**src/common/ps2_pkg.sv**
```systemverilog
// PS/2 mouse host shared definitions
`default_nettype none

package ps2_pkg;

   //////////////////////////////////////////////////
   // Protocol bytes
   //////////////////////////////////////////////////

   // Read Data poll command
   localparam logic [7:0] CMD_READ_DATA = 8'hEB;
   // Acknowledge returned by the mouse
   localparam logic [7:0] RESP_ACK = 8'hFA;

   //////////////////////////////////////////////////
   // Timing limits in clk cycles, 10 MHz clock
   //////////////////////////////////////////////////

   // Clock inhibit ahead of the start bit, 100 us
   localparam logic [15:0] INHIBIT_CYCLES = 16'd1000;
   // Longest gap between device clock falls in a frame
   localparam logic [15:0] BIT_TIMEOUT_CYCLES = 16'd4000;
   // Longest wait for each expected byte, 2 ms
   localparam logic [15:0] RESP_TIMEOUT_CYCLES = 16'd20000;

   // One decoded movement packet
   // Deltas are sign extended from the 9-bit PS/2 form
   typedef struct packed {
      logic        button_l;
      logic        button_m;
      logic        button_r;
      logic        x_overflow;
      logic        y_overflow;
      logic [11:0] dx;
      logic [11:0] dy;
   } mouse_report_t;

endpackage

`default_nettype wire

```
**src/common/ps2_line_if.sv**
```systemverilog
// PS/2 line layer interface
`default_nettype none

interface ps2_line_if;

   // Synchronised device side
   logic clk_fall;
   logic data;

   // Open-drain pull-down requests from the host
   logic clk_low;
   logic data_low;

   // Transmitter owns the bus
   logic tx_active;

   modport sync (output clk_fall, output data);
   modport rx (input clk_fall, input data, input tx_active);
   modport tx (input clk_fall, input data, output clk_low, output data_low,
               output tx_active);
   modport top (input clk_low, input data_low);

endinterface

`default_nettype wire

```
**src/logic/ps2_mouse.sv**
```systemverilog
// PS/2 mouse host controller top
`default_nettype none

module ps2_mouse (
   input  logic        clk,
   input  logic        reset,
   input  logic        ps2_clk_in,
   input  logic        ps2_data_in,
   output logic        ps2_clk_low,
   output logic        ps2_data_low,
   output logic        button_l,
   output logic        button_m,
   output logic        button_r,
   output logic        x_overflow,
   output logic        y_overflow,
   output logic [11:0] dx,
   output logic [11:0] dy,
   output logic        report_valid,
   output logic        packet_error
);

   // Line layer shared by sync, receiver and transmitter
   ps2_line_if line ();

   // Receiver to sequencer
   logic [7:0]             rx_byte;
   logic                   rx_valid;
   logic                   rx_error;
   // Sequencer and transmitter handshake
   logic                   tx_send;
   logic [7:0]             tx_byte;
   logic                   tx_busy;
   logic                   tx_done;
   logic                   tx_nack;
   ps2_pkg::mouse_report_t report;

   ps2_line_sync u_line_sync (
      .clk         (clk),
      .reset       (reset),
      .ps2_clk_in  (ps2_clk_in),
      .ps2_data_in (ps2_data_in),
      .line        (line)
   );

   ps2_receiver u_receiver (
      .clk      (clk),
      .reset    (reset),
      .line     (line),
      .rx_byte  (rx_byte),
      .rx_valid (rx_valid),
      .rx_error (rx_error)
   );

   ps2_transmitter u_transmitter (
      .clk     (clk),
      .reset   (reset),
      .line    (line),
      .tx_send (tx_send),
      .tx_byte (tx_byte),
      .tx_busy (tx_busy),
      .tx_done (tx_done),
      .tx_nack (tx_nack)
   );

   mouse_packet_fsm u_packet_fsm (
      .clk          (clk),
      .reset        (reset),
      .rx_byte      (rx_byte),
      .rx_valid     (rx_valid),
      .rx_error     (rx_error),
      .tx_busy      (tx_busy),
      .tx_done      (tx_done),
      .tx_nack      (tx_nack),
      .tx_send      (tx_send),
      .tx_byte      (tx_byte),
      .report       (report),
      .report_valid (report_valid),
      .packet_error (packet_error)
   );

   // Open-drain pull-downs to the pad drivers
   assign ps2_clk_low  = line.clk_low;
   assign ps2_data_low = line.data_low;

   // Report fields out as plain ports
   assign button_l   = report.button_l;
   assign button_m   = report.button_m;
   assign button_r   = report.button_r;
   assign x_overflow = report.x_overflow;
   assign y_overflow = report.y_overflow;
   assign dx         = report.dx;
   assign dy         = report.dy;

endmodule

`default_nettype wire

```
**src/mouse/mouse_packet_fsm.sv**
```systemverilog
// Mouse poll and packet sequencer
`default_nettype none

module mouse_packet_fsm (
   input  logic                   clk,
   input  logic                   reset,
   input  logic [7:0]             rx_byte,
   input  logic                   rx_valid,
   input  logic                   rx_error,
   input  logic                   tx_busy,
   input  logic                   tx_done,
   input  logic                   tx_nack,
   output logic                   tx_send,
   output logic [7:0]             tx_byte,
   output ps2_pkg::mouse_report_t report,
   output logic                   report_valid,
   output logic                   packet_error
);

   typedef enum logic [2:0] {
      IDLE,
      WAIT_TX,
      WAIT_ACK,
      BYTE1,
      BYTE2,
      BYTE3
   } state_t;

   state_t      state;
   // Reloaded for each expected byte
   logic [15:0] resp_timer;
   logic        resp_timeout;
   // Byte 1: yovf xovf ysgn xsgn 1 mbtn rbtn lbtn
   logic [7:0]  byte1;
   // Byte 2: x movement
   logic [7:0]  byte2;

   // Only ever poll
   assign tx_byte      = ps2_pkg::CMD_READ_DATA;
   assign resp_timeout = (resp_timer == ps2_pkg::RESP_TIMEOUT_CYCLES - 16'd1);

   //////////////////////////////////////////////////
   // Poll sequence
   //////////////////////////////////////////////////

   always_ff @(posedge clk) begin
      if (reset) begin
         state        <= IDLE;
         resp_timer   <= 16'd0;
         tx_send      <= 1'b0;
         report_valid <= 1'b0;
         packet_error <= 1'b0;
         report       <= '0;
      end else begin
         tx_send      <= 1'b0;
         report_valid <= 1'b0;
         packet_error <= 1'b0;
         case (state)
            IDLE: begin
               if (!tx_busy) begin
                  tx_send <= 1'b1;
                  state   <= WAIT_TX;
               end
            end
            WAIT_TX: begin
               // Command goes out, then the ack byte comes back
               if (tx_done) begin
                  resp_timer <= 16'd0;
                  if (tx_nack) begin
                     packet_error <= 1'b1;
                     state        <= IDLE;
                  end else begin
                     state <= WAIT_ACK;
                  end
               end
            end
            WAIT_ACK, BYTE1, BYTE2, BYTE3: begin
               if (rx_error || resp_timeout) begin
                  packet_error <= 1'b1;
                  state        <= IDLE;
               end else if (rx_valid) begin
                  resp_timer <= 16'd0;
                  case (state)
                     WAIT_ACK: begin
                        if (rx_byte == ps2_pkg::RESP_ACK) begin
                           state <= BYTE1;
                        end else begin
                           packet_error <= 1'b1;
                           state        <= IDLE;
                        end
                     end
                     BYTE1: begin
                        // Bit 3 is always set in a valid first byte
                        if (rx_byte[3]) begin
                           state <= BYTE2;
                        end else begin
                           packet_error <= 1'b1;
                           state        <= IDLE;
                        end
                     end
                     BYTE2: state <= BYTE3;
                     BYTE3: begin
                        report.button_l   <= byte1[0];
                        report.button_m   <= byte1[2];
                        report.button_r   <= byte1[1];
                        report.x_overflow <= byte1[6];
                        report.y_overflow <= byte1[7];
                        // Sign bits live in byte 1
                        report.dx         <= {{4{byte1[4]}}, byte2};
                        report.dy         <= {{4{byte1[5]}}, rx_byte};
                        report_valid      <= 1'b1;
                        state             <= IDLE;
                     end
                     default: state <= IDLE;
                  endcase
               end else begin
                  resp_timer <= resp_timer + 16'd1;
               end
            end
            default: state <= IDLE;
         endcase
      end
   end

   // Packet bytes held until the third arrives
   always_ff @(posedge clk) begin
      if (rx_valid && state == BYTE1) begin
         byte1 <= rx_byte;
      end
      if (rx_valid && state == BYTE2) begin
         byte2 <= rx_byte;
      end
   end

endmodule

`default_nettype wire

```
**src/ps2/ps2_line_sync.sv**
```systemverilog
// PS/2 input synchroniser
`default_nettype none

module ps2_line_sync (
   input  logic     clk,
   input  logic     reset,
   input  logic     ps2_clk_in,
   input  logic     ps2_data_in,
   ps2_line_if.sync line
);

   // Two stage synchronisers, idle level is high
   logic [1:0] clk_sync;
   logic [1:0] data_sync;
   // Previous synchronised clock level
   logic       clk_prev;
   logic       fall_q;

   always_ff @(posedge clk) begin
      if (reset) begin
         clk_sync  <= 2'b11;
         data_sync <= 2'b11;
         clk_prev  <= 1'b1;
         fall_q    <= 1'b0;
      end else begin
         clk_sync  <= {clk_sync[0], ps2_clk_in};
         data_sync <= {data_sync[0], ps2_data_in};
         clk_prev  <= clk_sync[1];
         // High to low on the synchronised clock
         fall_q    <= clk_prev & ~clk_sync[1];
      end
   end

   // Pulse lands 3 cycles after the pin edge
   assign line.clk_fall = fall_q;
   // Data is stable for many cycles around the fall
   assign line.data     = data_sync[1];

endmodule

`default_nettype wire

```
**src/ps2/ps2_receiver.sv**
```systemverilog
// PS/2 device-to-host frame receiver
`default_nettype none

module ps2_receiver (
   input  logic       clk,
   input  logic       reset,
   ps2_line_if.rx     line,
   output logic [7:0] rx_byte,
   output logic       rx_valid,
   output logic       rx_error
);

   // Bits taken so far in the current frame, 0 means idle
   logic [3:0]  bit_cnt;
   // Start, data LSB first, parity
   logic [9:0]  frame;
   // Cycles since the last device clock fall
   logic [15:0] idle_cnt;
   logic        in_frame;
   logic        timed_out;
   logic        frame_ok;
   logic        take_bit;

   assign take_bit  = line.clk_fall && !line.tx_active;
   assign in_frame  = (bit_cnt != 4'd0);
   assign timed_out = in_frame && (idle_cnt == ps2_pkg::BIT_TIMEOUT_CYCLES - 16'd1);

   // Start low, odd parity over data and parity, stop high
   assign frame_ok = !frame[0] && (^frame[9:1]) && line.data;

   //////////////////////////////////////////////////
   // Bit counter and status pulses
   //////////////////////////////////////////////////

   always_ff @(posedge clk) begin
      if (reset) begin
         bit_cnt  <= 4'd0;
         idle_cnt <= 16'd0;
         rx_valid <= 1'b0;
         rx_error <= 1'b0;
      end else begin
         rx_valid <= 1'b0;
         rx_error <= 1'b0;
         if (line.tx_active) begin
            // Host owns the bus, drop any partial frame
            bit_cnt  <= 4'd0;
            idle_cnt <= 16'd0;
         end else if (line.clk_fall) begin
            idle_cnt <= 16'd0;
            if (bit_cnt == 4'd10) begin
               // Stop bit is on the line now
               bit_cnt  <= 4'd0;
               rx_valid <= frame_ok;
               rx_error <= !frame_ok;
            end else begin
               bit_cnt <= bit_cnt + 4'd1;
            end
         end else if (timed_out) begin
            // Device stalled mid-frame
            bit_cnt  <= 4'd0;
            idle_cnt <= 16'd0;
            rx_error <= 1'b1;
         end else if (in_frame) begin
            idle_cnt <= idle_cnt + 16'd1;
         end
      end
   end

   // Shift register and received byte
   always_ff @(posedge clk) begin
      if (take_bit && bit_cnt != 4'd10) begin
         frame <= {line.data, frame[9:1]};
      end
      if (take_bit && bit_cnt == 4'd10) begin
         rx_byte <= frame[8:1];
      end
   end

endmodule

`default_nettype wire

```
**src/ps2/ps2_transmitter.sv**
```systemverilog
// PS/2 host-to-device command transmitter
`default_nettype none

module ps2_transmitter (
   input  logic       clk,
   input  logic       reset,
   ps2_line_if.tx     line,
   input  logic       tx_send,
   input  logic [7:0] tx_byte,
   output logic       tx_busy,
   output logic       tx_done,
   output logic       tx_nack
);

   // ACK is the single cycle that reports the result
   typedef enum logic [2:0] {
      IDLE,
      INHIBIT,
      START,
      SHIFT,
      STOP,
      ACK
   } state_t;

   state_t      state;
   // Inhibit interval, then bit timeout
   logic [15:0] cnt;
   // Parity above the data byte, bit 0 is on the line
   logic [8:0]  frame;
   // Index of the bit being presented
   logic [3:0]  bit_idx;
   logic        can_start;
   logic        inhibit_end;
   logic        bit_timeout;

   assign can_start   = (state == IDLE || state == ACK) && tx_send;
   assign inhibit_end = (cnt == ps2_pkg::INHIBIT_CYCLES - 16'd1);
   assign bit_timeout = (cnt == ps2_pkg::BIT_TIMEOUT_CYCLES - 16'd1);

   //////////////////////////////////////////////////
   // Transfer sequencing
   //////////////////////////////////////////////////

   always_ff @(posedge clk) begin
      if (reset) begin
         state   <= IDLE;
         cnt     <= 16'd0;
         bit_idx <= 4'd0;
         tx_nack <= 1'b0;
      end else begin
         case (state)
            IDLE, ACK: begin
               cnt   <= 16'd0;
               state <= can_start ? INHIBIT : IDLE;
            end
            INHIBIT: begin
               // Clock held low, then request to send
               if (inhibit_end) begin
                  cnt   <= 16'd0;
                  state <= START;
               end else begin
                  cnt <= cnt + 16'd1;
               end
            end
            START, SHIFT, STOP: begin
               if (line.clk_fall) begin
                  cnt <= 16'd0;
                  if (state == START) begin
                     // Device began clocking, present bit 0
                     bit_idx <= 4'd0;
                     state   <= SHIFT;
                  end else if (state == SHIFT) begin
                     if (bit_idx == 4'd8) begin
                        // Parity done, release for stop bit
                        state <= STOP;
                     end else begin
                        bit_idx <= bit_idx + 4'd1;
                     end
                  end else begin
                     // Device pulls data low to acknowledge
                     tx_nack <= line.data;
                     state   <= ACK;
                  end
               end else if (bit_timeout) begin
                  tx_nack <= 1'b1;
                  state   <= ACK;
               end else begin
                  cnt <= cnt + 16'd1;
               end
            end
            default: state <= IDLE;
         endcase
      end
   end

   // Latch command with odd parity, shift on each fall
   always_ff @(posedge clk) begin
      if (can_start) begin
         frame <= {~^tx_byte, tx_byte};
      end else if (state == SHIFT && line.clk_fall && bit_idx != 4'd8) begin
         frame <= {1'b1, frame[8:1]};
      end
   end

   assign tx_busy        = (state != IDLE) && (state != ACK);
   assign tx_done        = (state == ACK);
   assign line.tx_active = tx_busy;
   assign line.clk_low   = (state == INHIBIT);
   // Start bit low, then data and parity
   assign line.data_low  = (state == START) || ((state == SHIFT) && !frame[0]);

endmodule

`default_nettype wire

```
**config.mk**
```make
export PLATFORM = sky130hd
export DESIGN_NAME = ps2_mouse
export DESIGN_NICKNAME = d
export VERILOG_FILES = /design/src/common/ps2_pkg.sv /design/src/common/ps2_line_if.sv /design/src/logic/ps2_mouse.sv /design/src/mouse/mouse_packet_fsm.sv /design/src/ps2/ps2_line_sync.sv /design/src/ps2/ps2_receiver.sv /design/src/ps2/ps2_transmitter.sv
export SDC_FILE = /design/constraint.sdc
export NUM_CORES = 1
export LEC_CHECK = 0
export ABC_AREA = 1
export BUFFER_PORTS_ARGS = -buffer_cell sky130_fd_sc_hd__buf_2
export CAP_MARGIN = 20
export CORE_UTILIZATION = 60
export CTS_BUF_LIST = sky130_fd_sc_hd__clkbuf_8
export CTS_CLUSTER_SIZE = 12
export DETAILED_ROUTE_END_ITERATION = 8
export GPL_TIMING_DRIVEN = 0
export PLACE_DENSITY = 0.79
export SLEW_MARGIN = 20
export SYNTH_ARGS = -nofsm -noshare
export SYNTH_HDL_FRONTEND = slang
export SYNTH_SLANG_ARGS = --single-unit
```
**constraint.sdc**
```tcl
create_clock -name clk -period 4.2 [get_ports clk]
set_input_delay 0.21 -clock clk [delete_from_list [all_inputs] [get_ports clk]]
set_output_delay 0.21 -clock clk [all_outputs]
set_load 0.1 [all_outputs]
```
==> impl_metrics.tcl, run 1 <==
set metrics [dict create \
    initial_core_util 0.6250 \
    syn_area_per_cell_um2 7.695 \
    ys_seq_elements 135 \
    rr_startpoint "u_packet_fsm.state[2]$_SDFFE_PP0P_" \
    ff2ff_setup_slack_ns 1.96 \
    fp.dieArea_um2 11270 \
    grt_max_degree 17 \
    hold_class "input port to flop" \
    ctsResizeCount 0 \
    wl_per_cell_um 12.52 \
    finalSetupViolations 0 \
    syn_nets 860 \
    antenna_cells 0 \
    first_pass_iters 7 \
    design_power_total_mw 3.259 \
    rows 37 \
    maxCapViolCount 0 \
    fin_ws_ns 1.965 \
    hold_depth 4 \
    clock-sinks 135 \
    synth_area_leader_cell "dfxtp_1" \
    cts_htree_levels 4 \
    clock_tree.buffer_depth 2 \
    layout-drive-gt1-share 0.1605 \
    critPathKind "flop to flop" \
    reg2reg_depth 9 \
    rsz0062_at_grt "no" \
    critPathMaxFanout 10 \
    fin_crit_sh 0.5322 \
    hpwl_um 9467 \
    core_um2 10420 \
    critical_path_arrival_ns 2.60 \
    synth_top_area_share 0.3137 \
    slew_violations 0 \
    start_kind "flop" \
    max_stage_delay_ns 0.41 \
    finalHoldViolations 0 \
    status "complete, no violations" \
    port_buffers 36 \
    grt_pass1_wl_um 22040 \
    yosysSeqAreaShare 0.4659 \
    wl_um 13170 \
    first_global_vias 4962 \
    die_width_um 106.2 \
    numCtsBuffers 17 \
    worst_slew_pin_slew_ns 0.7865 \
    grt_remaining_overflow 0 \
    p_per_area_nw_per_um2 446.7 \
    endpoint_kind "flop" \
    dpl_cell_area_um2 6865 \
    area_growth_pct 12.07 \
    yosys_warnings 0 \
    syn_area_um2 6510 \
    syn_inst 846 \
    ant_nets 0 \
    fin_tns_setup_ns 0 \
    clk_pin_slew_ns 0.08 \
    r2r-end "u_packet_fsm.resp_timer[8]$_SDFFE_PP0P_" \
    period_needed_ns 2.235 \
    die_h_um 106.2 \
    drtIter0Drc 362 \
    gp_congestion 0.9271 \
    crit_family "buffers and inverters" \
    synthTopCellsByArea "dfxtp_1 (31%), edfxtp_1 (15%), nand2_1 (10%)" \
    nets 917 \
    post-route-drc-count 0 \
    cp_slowest_cell "dfxtp_1" \
    min_from "reset" \
    p_leak_nw 2.861 \
    fmax_mhz 447.4 \
    cts-root-buf "clkbuf_8" \
    hold_end "u_receiver.bit_cnt[0]$_SDFFE_PP0P_" \
    via_per_inst 5.296 \
    insertion_delay_ns 0.44 \
    synth_cell_types 42 \
    worstPathRequired_ns 4.57 \
    stdcell_area_um2 7296 \
    clock_skew_ns 0.01373 \
    antenna_found_initial 0 \
    place_ws_ns 2.028 \
    ir_drop_mv 0.2442 \
    pin_count 37 \
    slew_headroom 0.4757 \
    path_buf_inv 3 \
    worstPathCellList "inv_1 > ha_1 > clkbuf_1 > nand2_1 > nand2_1 > a21oi_2 > buf_4 > nand3_1 > a21oi_2" \
    crit_start "u_packet_fsm.state[2]$_SDFFE_PP0P_" \
    grt_usage 0.2458 \
    num_vias 5571 \
    cts_tree "yes" \
]
[how the worst max path moves through the flow]
stage,endpoint,slack [ns],cells after the start
after floorplan,u_transmitter.cnt[12]$_SDFFE_PP0P_,1.97,11
after global placement,u_receiver.frame[7]$_DFFE_PP_,1.96,5
after detailed placement,u_packet_fsm.resp_timer[8]$_SDFFE_PP0P_,2.03,9
after CTS,u_packet_fsm.resp_timer[8]$_SDFFE_PP0P_,1.99,9
after global routing,u_packet_fsm.resp_timer[8]$_SDFFE_PP0P_,1.78,9
final,u_packet_fsm.resp_timer[8]$_SDFFE_PP0P_,1.96,9
[timing repair]
item | in CTS | in global routing
setup buffers | 0 | 0
hold buffers | 2 | 0
endpoints found under the hold margin | 2 | 0
[synth_stat cells]
master    instances
a211oi_1          2
a21oi_1          47
a21oi_2          11
a22oi_1           1
a31oi_1           1
buf_2             4
buf_4             8
buf_6             3
buf_8             1
clkbuf_1          7
dfxtp_1         102
edfxtp_1         33
ha_1             10
inv_1           110
inv_2             9
nand2_1         173
nand2_2          14
nand2_4           5
nand3_1          65
nand3_2           3
nand3b_1          1
nand4_1          19
nand4_2           1
nor2_1          103
nor2_2            4
nor2_4            6
nor3_1           22
nor3_2            1
nor3b_1           4
nor4_1            1
o211ai_1          1
o21a_1            1
o21ai_0          32
o21ai_1           9
o21bai_1          2
o22ai_1           2
o311ai_0          1
o31ai_1           1
o41ai_1           1
or2_2            10
xnor2_1           3
xor2_1           12
[state kept, by name, indices dropped and copies added (netlist names), 7 cells and up]
signal	cells
u_packet_fsm.report	23
u_receiver.rx_byte	8
u_receiver.idle_cnt	16
u_transmitter.cnt	16
u_packet_fsm.byte1	7
u_receiver.frame	10
u_packet_fsm.resp_timer	16
u_packet_fsm.byte2	8
[layout make-up]
class                   count  area, um2
multi-input cells         569       2880
clock inverters            15      176.4
fillers                   851       3120
plain buffers              23      155.1
well taps                 136      170.2
clock buffers              17      234.0
flip-flops and latches    135       3033
inverters                 119      446.7
repair buffers             38      200.2
[tightest hold or removal path, cell delays in order]
cell	delay, ns
buf_2	0.13
nor2_4	0.06
o21ai_0	0.07
a21oi_1	0.04
[layout by cell type (no fill, tap or decap), drive strengths merged, types with 2 or more instances in the layout]
| cell type | n |
|---|---|
| a211oi | 2 |
| a21oi | 58 |
| buf | 52 |
| bufinv | 3 |
| clkbuf | 24 |
| clkinv | 3 |
| clkinvlp | 2 |
| dfxtp | 102 |
| dlygate4sd3 | 2 |
| edfxtp | 33 |
| ha | 10 |
| inv | 126 |
| nand2 | 192 |
| nand3 | 68 |
| nand4 | 20 |
| nor2 | 113 |
| nor3 | 23 |
| nor3b | 4 |
| o21ai | 41 |
| o21bai | 2 |
| o22ai | 2 |
| or2 | 10 |
| xnor2 | 3 |
| xor2 | 12 |
[cell families (layout without fill, tap and decap cells)]
logic type                 Yosys count  count (layout)  share of synthesized area
xor gates and xnor gates            15              15                    0.02018
DFF                                135             135                     0.4659
adders and majority gates           10              10                    0.01922
AOI/OAI and AO/OA                  112             112                    0.09725
and+or+nand+nor                    432             432                     0.3050
buffers and inverters              142             212                    0.09245
[layer usage]
metal / share of wire / track usage
met1: 0.45 / 0.3184
met2: 0.48 / 0.3980
met5: 0 / 0
met4: 0.013 / 0.09921
met3: 0.055 / 0.05457
[through the flow]
step	utilization	std cells	hold WS [ns]
after global placement	0.6586	1018	0.3946
after detailed placement	0.6591	1018	0.3948
after floorplan	-	846	0.3138
after global routing	0.7004	1052	0.1179
after CTS	0.7004	1052	0.09023
final	0.7004	1052	0.1158
[report_power, final]
group	internal (mW)	leakage, nW	switching [mW]
Clock	0.591	0.210	0.522
Sequential	1.37	1.12	0.0452
Combinational	0.207	1.53	0.528
Total	2.16	2.86	1.09
Note: power is estimated with default switching activity, not from simulation.
==> inputs of run 2 (changes only) <==
clock period = 2.2 ns   (was 4.2 ns; I/O delays follow)
==> run 2 against run 1 <==
Effect of this change:
- sequential power up 91%
- clock power up 78%
- global-route usage up 0.87 points
- non-clock buffer count up 5
- critical path depth unchanged
- hold slack better by 0.26 ns
- combinational power up 100%
- count of clock-buffer cells in the layout unchanged
- critical path type unchanged
- critical endpoint is now u_receiver.idle_cnt[12]$_SDFFE_PP0P_
- largest power group unchanged
==> impl_metrics.tcl, run 2 (synthesized netlist as in run 1, its figures left out) <==
set metrics [dict create \
    p_per_area_nw_per_um2 842.1 \
    antenna_found_initial 0 \
    endpoint_kind "flop" \
    dpl_cell_area_um2 6870 \
    rsz0062_at_grt "no" \
    cts_tree "yes" \
    sequentialPowerShare 0.437 \
    finalSetupViolations 0 \
    critPathKind "flop to flop" \
    die_h_um 106.2 \
    cp_slowest_cell "dfxtp_1" \
    num_vias 5573 \
    fmax_mhz 487.0 \
    start_kind "flop" \
    maxCapViolCount 0 \
    die_width_um 106.2 \
    worstPathRequired_ns 2.55 \
    min_from "ps2_clk_in" \
    regMostFlops "u_packet_fsm.report" \
    nets 922 \
    first_pass_iters 5 \
    fin_crit_sh 0.9334 \
    wl_per_cell_um 12.72 \
    pin_count 37 \
    worst_slew_pin_slew_ns 0.7679 \
    hpwl_um 9713 \
    hold_class "input port to flop" \
    fp.dieArea_um2 11270 \
    post-route-drc-count 0 \
    finalHoldViolations 0 \
    whs_ns 0.3749 \
    p_comb_frac 0.242 \
    critPathMaxFanout 10 \
    first_global_vias 5281 \
    critical_path_arrival_ns 2.40 \
    numCtsBuffers 17 \
    insertion_delay_ns 0.45 \
    fin_util 0.7040 \
    slew_headroom 0.4853 \
    via_per_inst 5.272 \
    core_um2 10420 \
    cts-root-buf "clkbuf_8" \
    most-common-layout-cells "nand2_1 (173), inv_1 (110), nor2_1 (103), dfxtp_1 (102), nand3_1 (65)" \
    rr_startpoint "u_receiver.bit_cnt[0]$_SDFFE_PP0P_" \
    clock_tree.buffer_depth 2 \
    port_buffers 36 \
    max_stage_delay_ns 0.42 \
    p_leak_nw 2.862 \
    largest_reg_flops 23 \
    grt_pass1_wl_um 22910 \
    initial_core_util 0.6250 \
    clock_skew_ns 0.01149 \
    antenna_cells 0 \
    cts_htree_levels 4 \
    p_int_mw 4.074 \
    area_growth_pct 12.65 \
    ant_nets 0 \
    slew_violations 0 \
    fill_cells 827 \
    clock-sinks 135 \
    layout-drive-gt1-share 0.1672 \
    stdcell_area_um2 7333 \
    p_clk_frac 0.321 \
    status "complete, no violations" \
    ir_drop_mv 0.6058 \
    crit_start "u_receiver.bit_cnt[0]$_SDFFE_PP0P_" \
    swShare 0.3403 \
    clk_pin_slew_ns 0.08 \
    grt_max_degree 17 \
    place_ws_ns -0.007468 \
    grt_remaining_overflow 0 \
    grt_usage 0.2545 \
    drtIter0Drc 351 \
    wl_um 13440 \
    rows 37 \
    p_switching_mw 2.101 \
    gp_congestion 0.9226 \
    worstPathCellList "inv_1 > ha_1 > nand3_2 > inv_1 > nor2_4 > nand4_1 > nand3_2 > clkbuf_4 > nor2_1" \
    period_needed_ns 2.053 \
    final_common_cell "nand2_1" \
    fin_ws_ns 0.1466 \
]
run 2: final cells by class:
class,instances,area (um2),share of cell area
buffer,23,161.4,0.02201
tap,136,170.2,0.02320
timing repair buffer,43,240.2,0.03276
clock inverter,15,155.1,0.02116
multi-input combinational,569,2893,0.3945
clock buffer,17,234.0,0.03191
inverter,119,446.7,0.06091
sequential,135,3033,0.4136
run 2: timing repair:
action,CTS,global route
buffers inserted,0,4
hold endpoints to repair,5,0
setup endpoints to repair,5,13
hold buffers,3,0
resized for setup,2,3
run 2: critical path: cells and delay by family, from the launching register on:
family                   cells  cell delay (ns)
buffers and inverters        3             0.51
flip-flops                   1             0.42
adder cells (fa/ha/maj)      1             0.22
AND/OR/NAND/NOR              5             0.78
run 2: routing by layer:
| metal | track usage | vias to the layer above | routed length, um |
|---|---|---|---|
| met5 | 0 | - | 0 |
| met4 | 0.1052 | 0 | 201 |
| li1 | - | 2864 | - |
| met3 | 0.06744 | 20 | 676 |
| met2 | 0.4272 | 131 | 6541 |
| met1 | 0.3089 | 2558 | 6022 |
run 2: final timing paths:
| check | depth (start not counted) | slack, ns | to |
|---|---|---|---|
| setup / recovery | 9 | 0.15 | u_receiver.idle_cnt[12]$_SDFFE_PP0P_ |
| setup reg to reg | 9 | 0.15 | u_receiver.idle_cnt[12]$_SDFFE_PP0P_ |
| hold / removal | 3 | 0.37 | u_line_sync.clk_sync[0]$_SDFF_PP1_ |
| hold reg to reg | 1 | 0.42 | u_line_sync.data_sync[1]$_SDFF_PP1_ |
run 2: metrics by stage:
stage               cells  power (mW)   TNS [ns]
global placement     1018       4.101    -0.6876
finish               1057       6.175          0
floorplan             846       3.810          0
CTS                  1053       6.138          0
global route         1057       6.453          0
detailed placement   1018       4.138  -0.007468
run 2: power by group through the flow:
stage,sequential [mW],clock (mW),combinational [mW]
CTS,2.70,2.04,1.41
detailed placement,2.75,0,1.39
floorplan,2.73,0,1.08
global placement,2.75,0,1.35
global route,2.71,2.11,1.63
finish,2.70,1.98,1.49
==> inputs of run 3 (changes only) <==
CORE_ASPECT_RATIO = 1.2   (was default)
CORE_MARGIN = 2   (was default)
==> run 3 against run 2 <==
Effect of this change:
- hold slack better by 0.014 ns
- final area hardly changed
- sequential share of layout area barely moved
- critical endpoint is now u_packet_fsm.resp_timer[10]$_SDFFE_PP0P_
==> impl_metrics.tcl, run 3 (synthesized netlist as in run 1, its figures left out) <==
set metrics [dict create \
    status "complete, no violations" \
    dp.cells 1011 \
    num_vias 5621 \
    clock_tree.buffer_depth 2 \
    p_int_mw 4.166 \
    layout-drive-gt1-share 0.1643 \
    hpwl_um 9809 \
    drtIter0Drc 296 \
    hold_class "input port to flop" \
    pin_count 37 \
    nets 920 \
    core_um2 10570 \
    grtUsageMet2 0.4269 \
    p_per_area_nw_per_um2 856.6 \
    antenna_found_initial 0 \
    rsz0062_at_grt "no" \
    gp_congestion 0.9411 \
    swShare 0.3362 \
    sequentialPowerShare 0.430 \
    via_per_inst 5.364 \
    insertion_delay_ns 0.45 \
    fp.dieArea_um2 11700 \
    dpl_cell_area_um2 6862 \
    cts_tree "yes" \
    p_comb_frac 0.230 \
    critical_path_arrival_ns 2.42 \
    wl_um 13720 \
    fin_crit_sh 0.9286 \
    final_common_cell "nand2_1" \
    use_met1 0.2774 \
    crit_family "buffers and inverters" \
    p_clk_frac 0.340 \
    p_switching_mw 2.110 \
    cp_slowest_cell "dfxtp_1" \
    critPathKind "flop to flop" \
    clock-sinks 135 \
    fmax_mhz 489.5 \
    antenna_cells 0 \
    slew_headroom 0.5023 \
    ir_drop_mv 0.5859 \
    first_global_vias 5376 \
    worstPathCellList "inv_1 > ha_1 > clkbuf_2 > nand2_1 > nand2_1 > inv_1 > nand2_4 > buf_8 > nand2_2 > a21oi_2" \
    max_stage_delay_ns 0.42 \
    p_leak_nw 2.881 \
    numCtsBuffers 17 \
    grt_usage 0.2401 \
    die_h_um 118.1 \
    period_needed_ns 2.043 \
    ant_nets 0 \
    most-common-layout-cells "nand2_1 (173), inv_1 (112), nor2_1 (103), dfxtp_1 (102), nand3_1 (65)" \
    grt_max_degree 17 \
    largest_reg_flops 23 \
    slew_violations 0 \
    cts_htree_levels 4 \
    post-route-drc-count 0 \
    first_pass_iters 6 \
    initial_core_util 0.6160 \
    layout.cells.non_filler 1048 \
    die_width_um 99.09 \
    clk_pin_slew_ns 0.08 \
    finalHoldViolations 0 \
    clock_skew_ns 0.01461 \
    busiest_layer "met2" \
    maxCapViolCount 0 \
    endpoint_kind "flop" \
    worst_slew_pin_slew_ns 0.7425 \
    finalSetupViolations 0 \
    regMostFlops "u_packet_fsm.report" \
    stdcell_area_um2 7327 \
    critPathMaxFanout 10 \
    met3_usage 0.04869 \
    rows 41 \
    grt_pass1_wl_um 23160 \
    start_kind "flop" \
    area_growth_pct 12.55 \
    path_buf_inv 4 \
    cts-root-buf "clkbuf_8" \
    port_buffers 36 \
    worstPathRequired_ns 2.57 \
    wl_per_cell_um 13.09 \
    grt_remaining_overflow 0 \
]
-- run 3: changes by cell type in the layout (fill, tap and decap cells not counted) --
cell	previous run	this run
buf_2	39	40
buf_4	12	10
bufinv_16	2	3
clkbuf_2	0	1
clkbuf_4	2	0
clkinv_2	3	1
clkinvlp_4	6	1
ha_1	10	9
ha_2	0	1
inv_1	110	112
inv_4	0	2
inv_6	1	3
-- run 3: timing repair --
action / 4_1_cts / 5_1_grt
setup endpoints to repair: 3 / 8
hold endpoints to repair: 5 / 0
cloned: 0 / 0
setup buffers: 0 / 2
hold buffers: 3 / 0
pin swaps: 0 / 0
gates resized for setup: 2 / 1
-- run 3: power groups by stage --
stage	Sequential (mW)	Clock [mW]	Combinational [mW]
finish	2.70	2.14	1.44
global route	2.71	2.24	1.59
CTS	2.69	2.17	1.40
detailed placement	2.75	0	1.38
global placement	2.75	0	1.35
floorplan	2.73	0	1.08
-- run 3: worst register-to-register path, delay by kind of cell, from the launching register on --
kind                       cells  cell delay [ns]
adders and majority gates      1             0.34
AOI/OAI and AO/OA              1             0.13
buffers and inverters          4             0.68
DFF                            1             0.42
and+or+nand+nor                4             0.41
-- run 3: stage by stage --
| step | hold slack [ns] | power, mW | worst slack (ns) | utilization | setup TNS [ns] |
|---|---|---|---|---|---|
| final | 0.3892 | 6.276 | 0.1570 | 0.6933 | 0 |
| after global placement | 0.2969 | 4.096 | -0.02166 | 0.6488 | -0.2139 |
| after CTS | 0.3633 | 6.271 | 0.1257 | 0.6917 | 0 |
| after floorplan | 0.2138 | 3.810 | 0.1429 | - | 0 |
| after global routing | 0.3866 | 6.540 | 0.0001492 | 0.6933 | 0 |
| after detailed placement | 0.2980 | 4.132 | -0.001665 | 0.6493 | -0.001665 |
-- run 3: final cells by class --
| cell class | instances | area, um2 |
|---|---|---|
| Sequential cell | 135 | 3033 |
| Clock buffer | 17 | 234.0 |
| Inverter | 119 | 446.7 |
| Tap cell | 129 | 161.4 |
| Timing Repair Buffer | 41 | 225.2 |
| Buffer | 23 | 156.4 |
| Multi-Input combinational cell | 569 | 2895 |
| Clock inverter | 15 | 175.2 |
| Fill cell | 868 | 3241 |
-- run 3: final timing paths --
check                                      from                                  endpoint  slack (ns)  depth (start not counted)
max          u_packet_fsm.state[2]$_SDFFE_PP0P_  u_packet_fsm.resp_timer[10]$_SDFFE_PP0P_        0.16                         10
max reg2reg  u_packet_fsm.state[2]$_SDFFE_PP0P_  u_packet_fsm.resp_timer[10]$_SDFFE_PP0P_        0.16                         10
min reg2reg  u_line_sync.clk_sync[0]$_SDFF_PP1_        u_line_sync.clk_sync[1]$_SDFF_PP1_        0.41                          1
min                                  ps2_clk_in        u_line_sync.clk_sync[0]$_SDFF_PP1_        0.39                          3
-- run 3: metal layers --
layer,share of wire,wire length (um),vias to the layer above
li1,-,-,2853
met4,0.018,244,0
met3,0.044,597,28
met5,0,0,-
met2,0.52,7083,146
met1,0.42,5789,2594
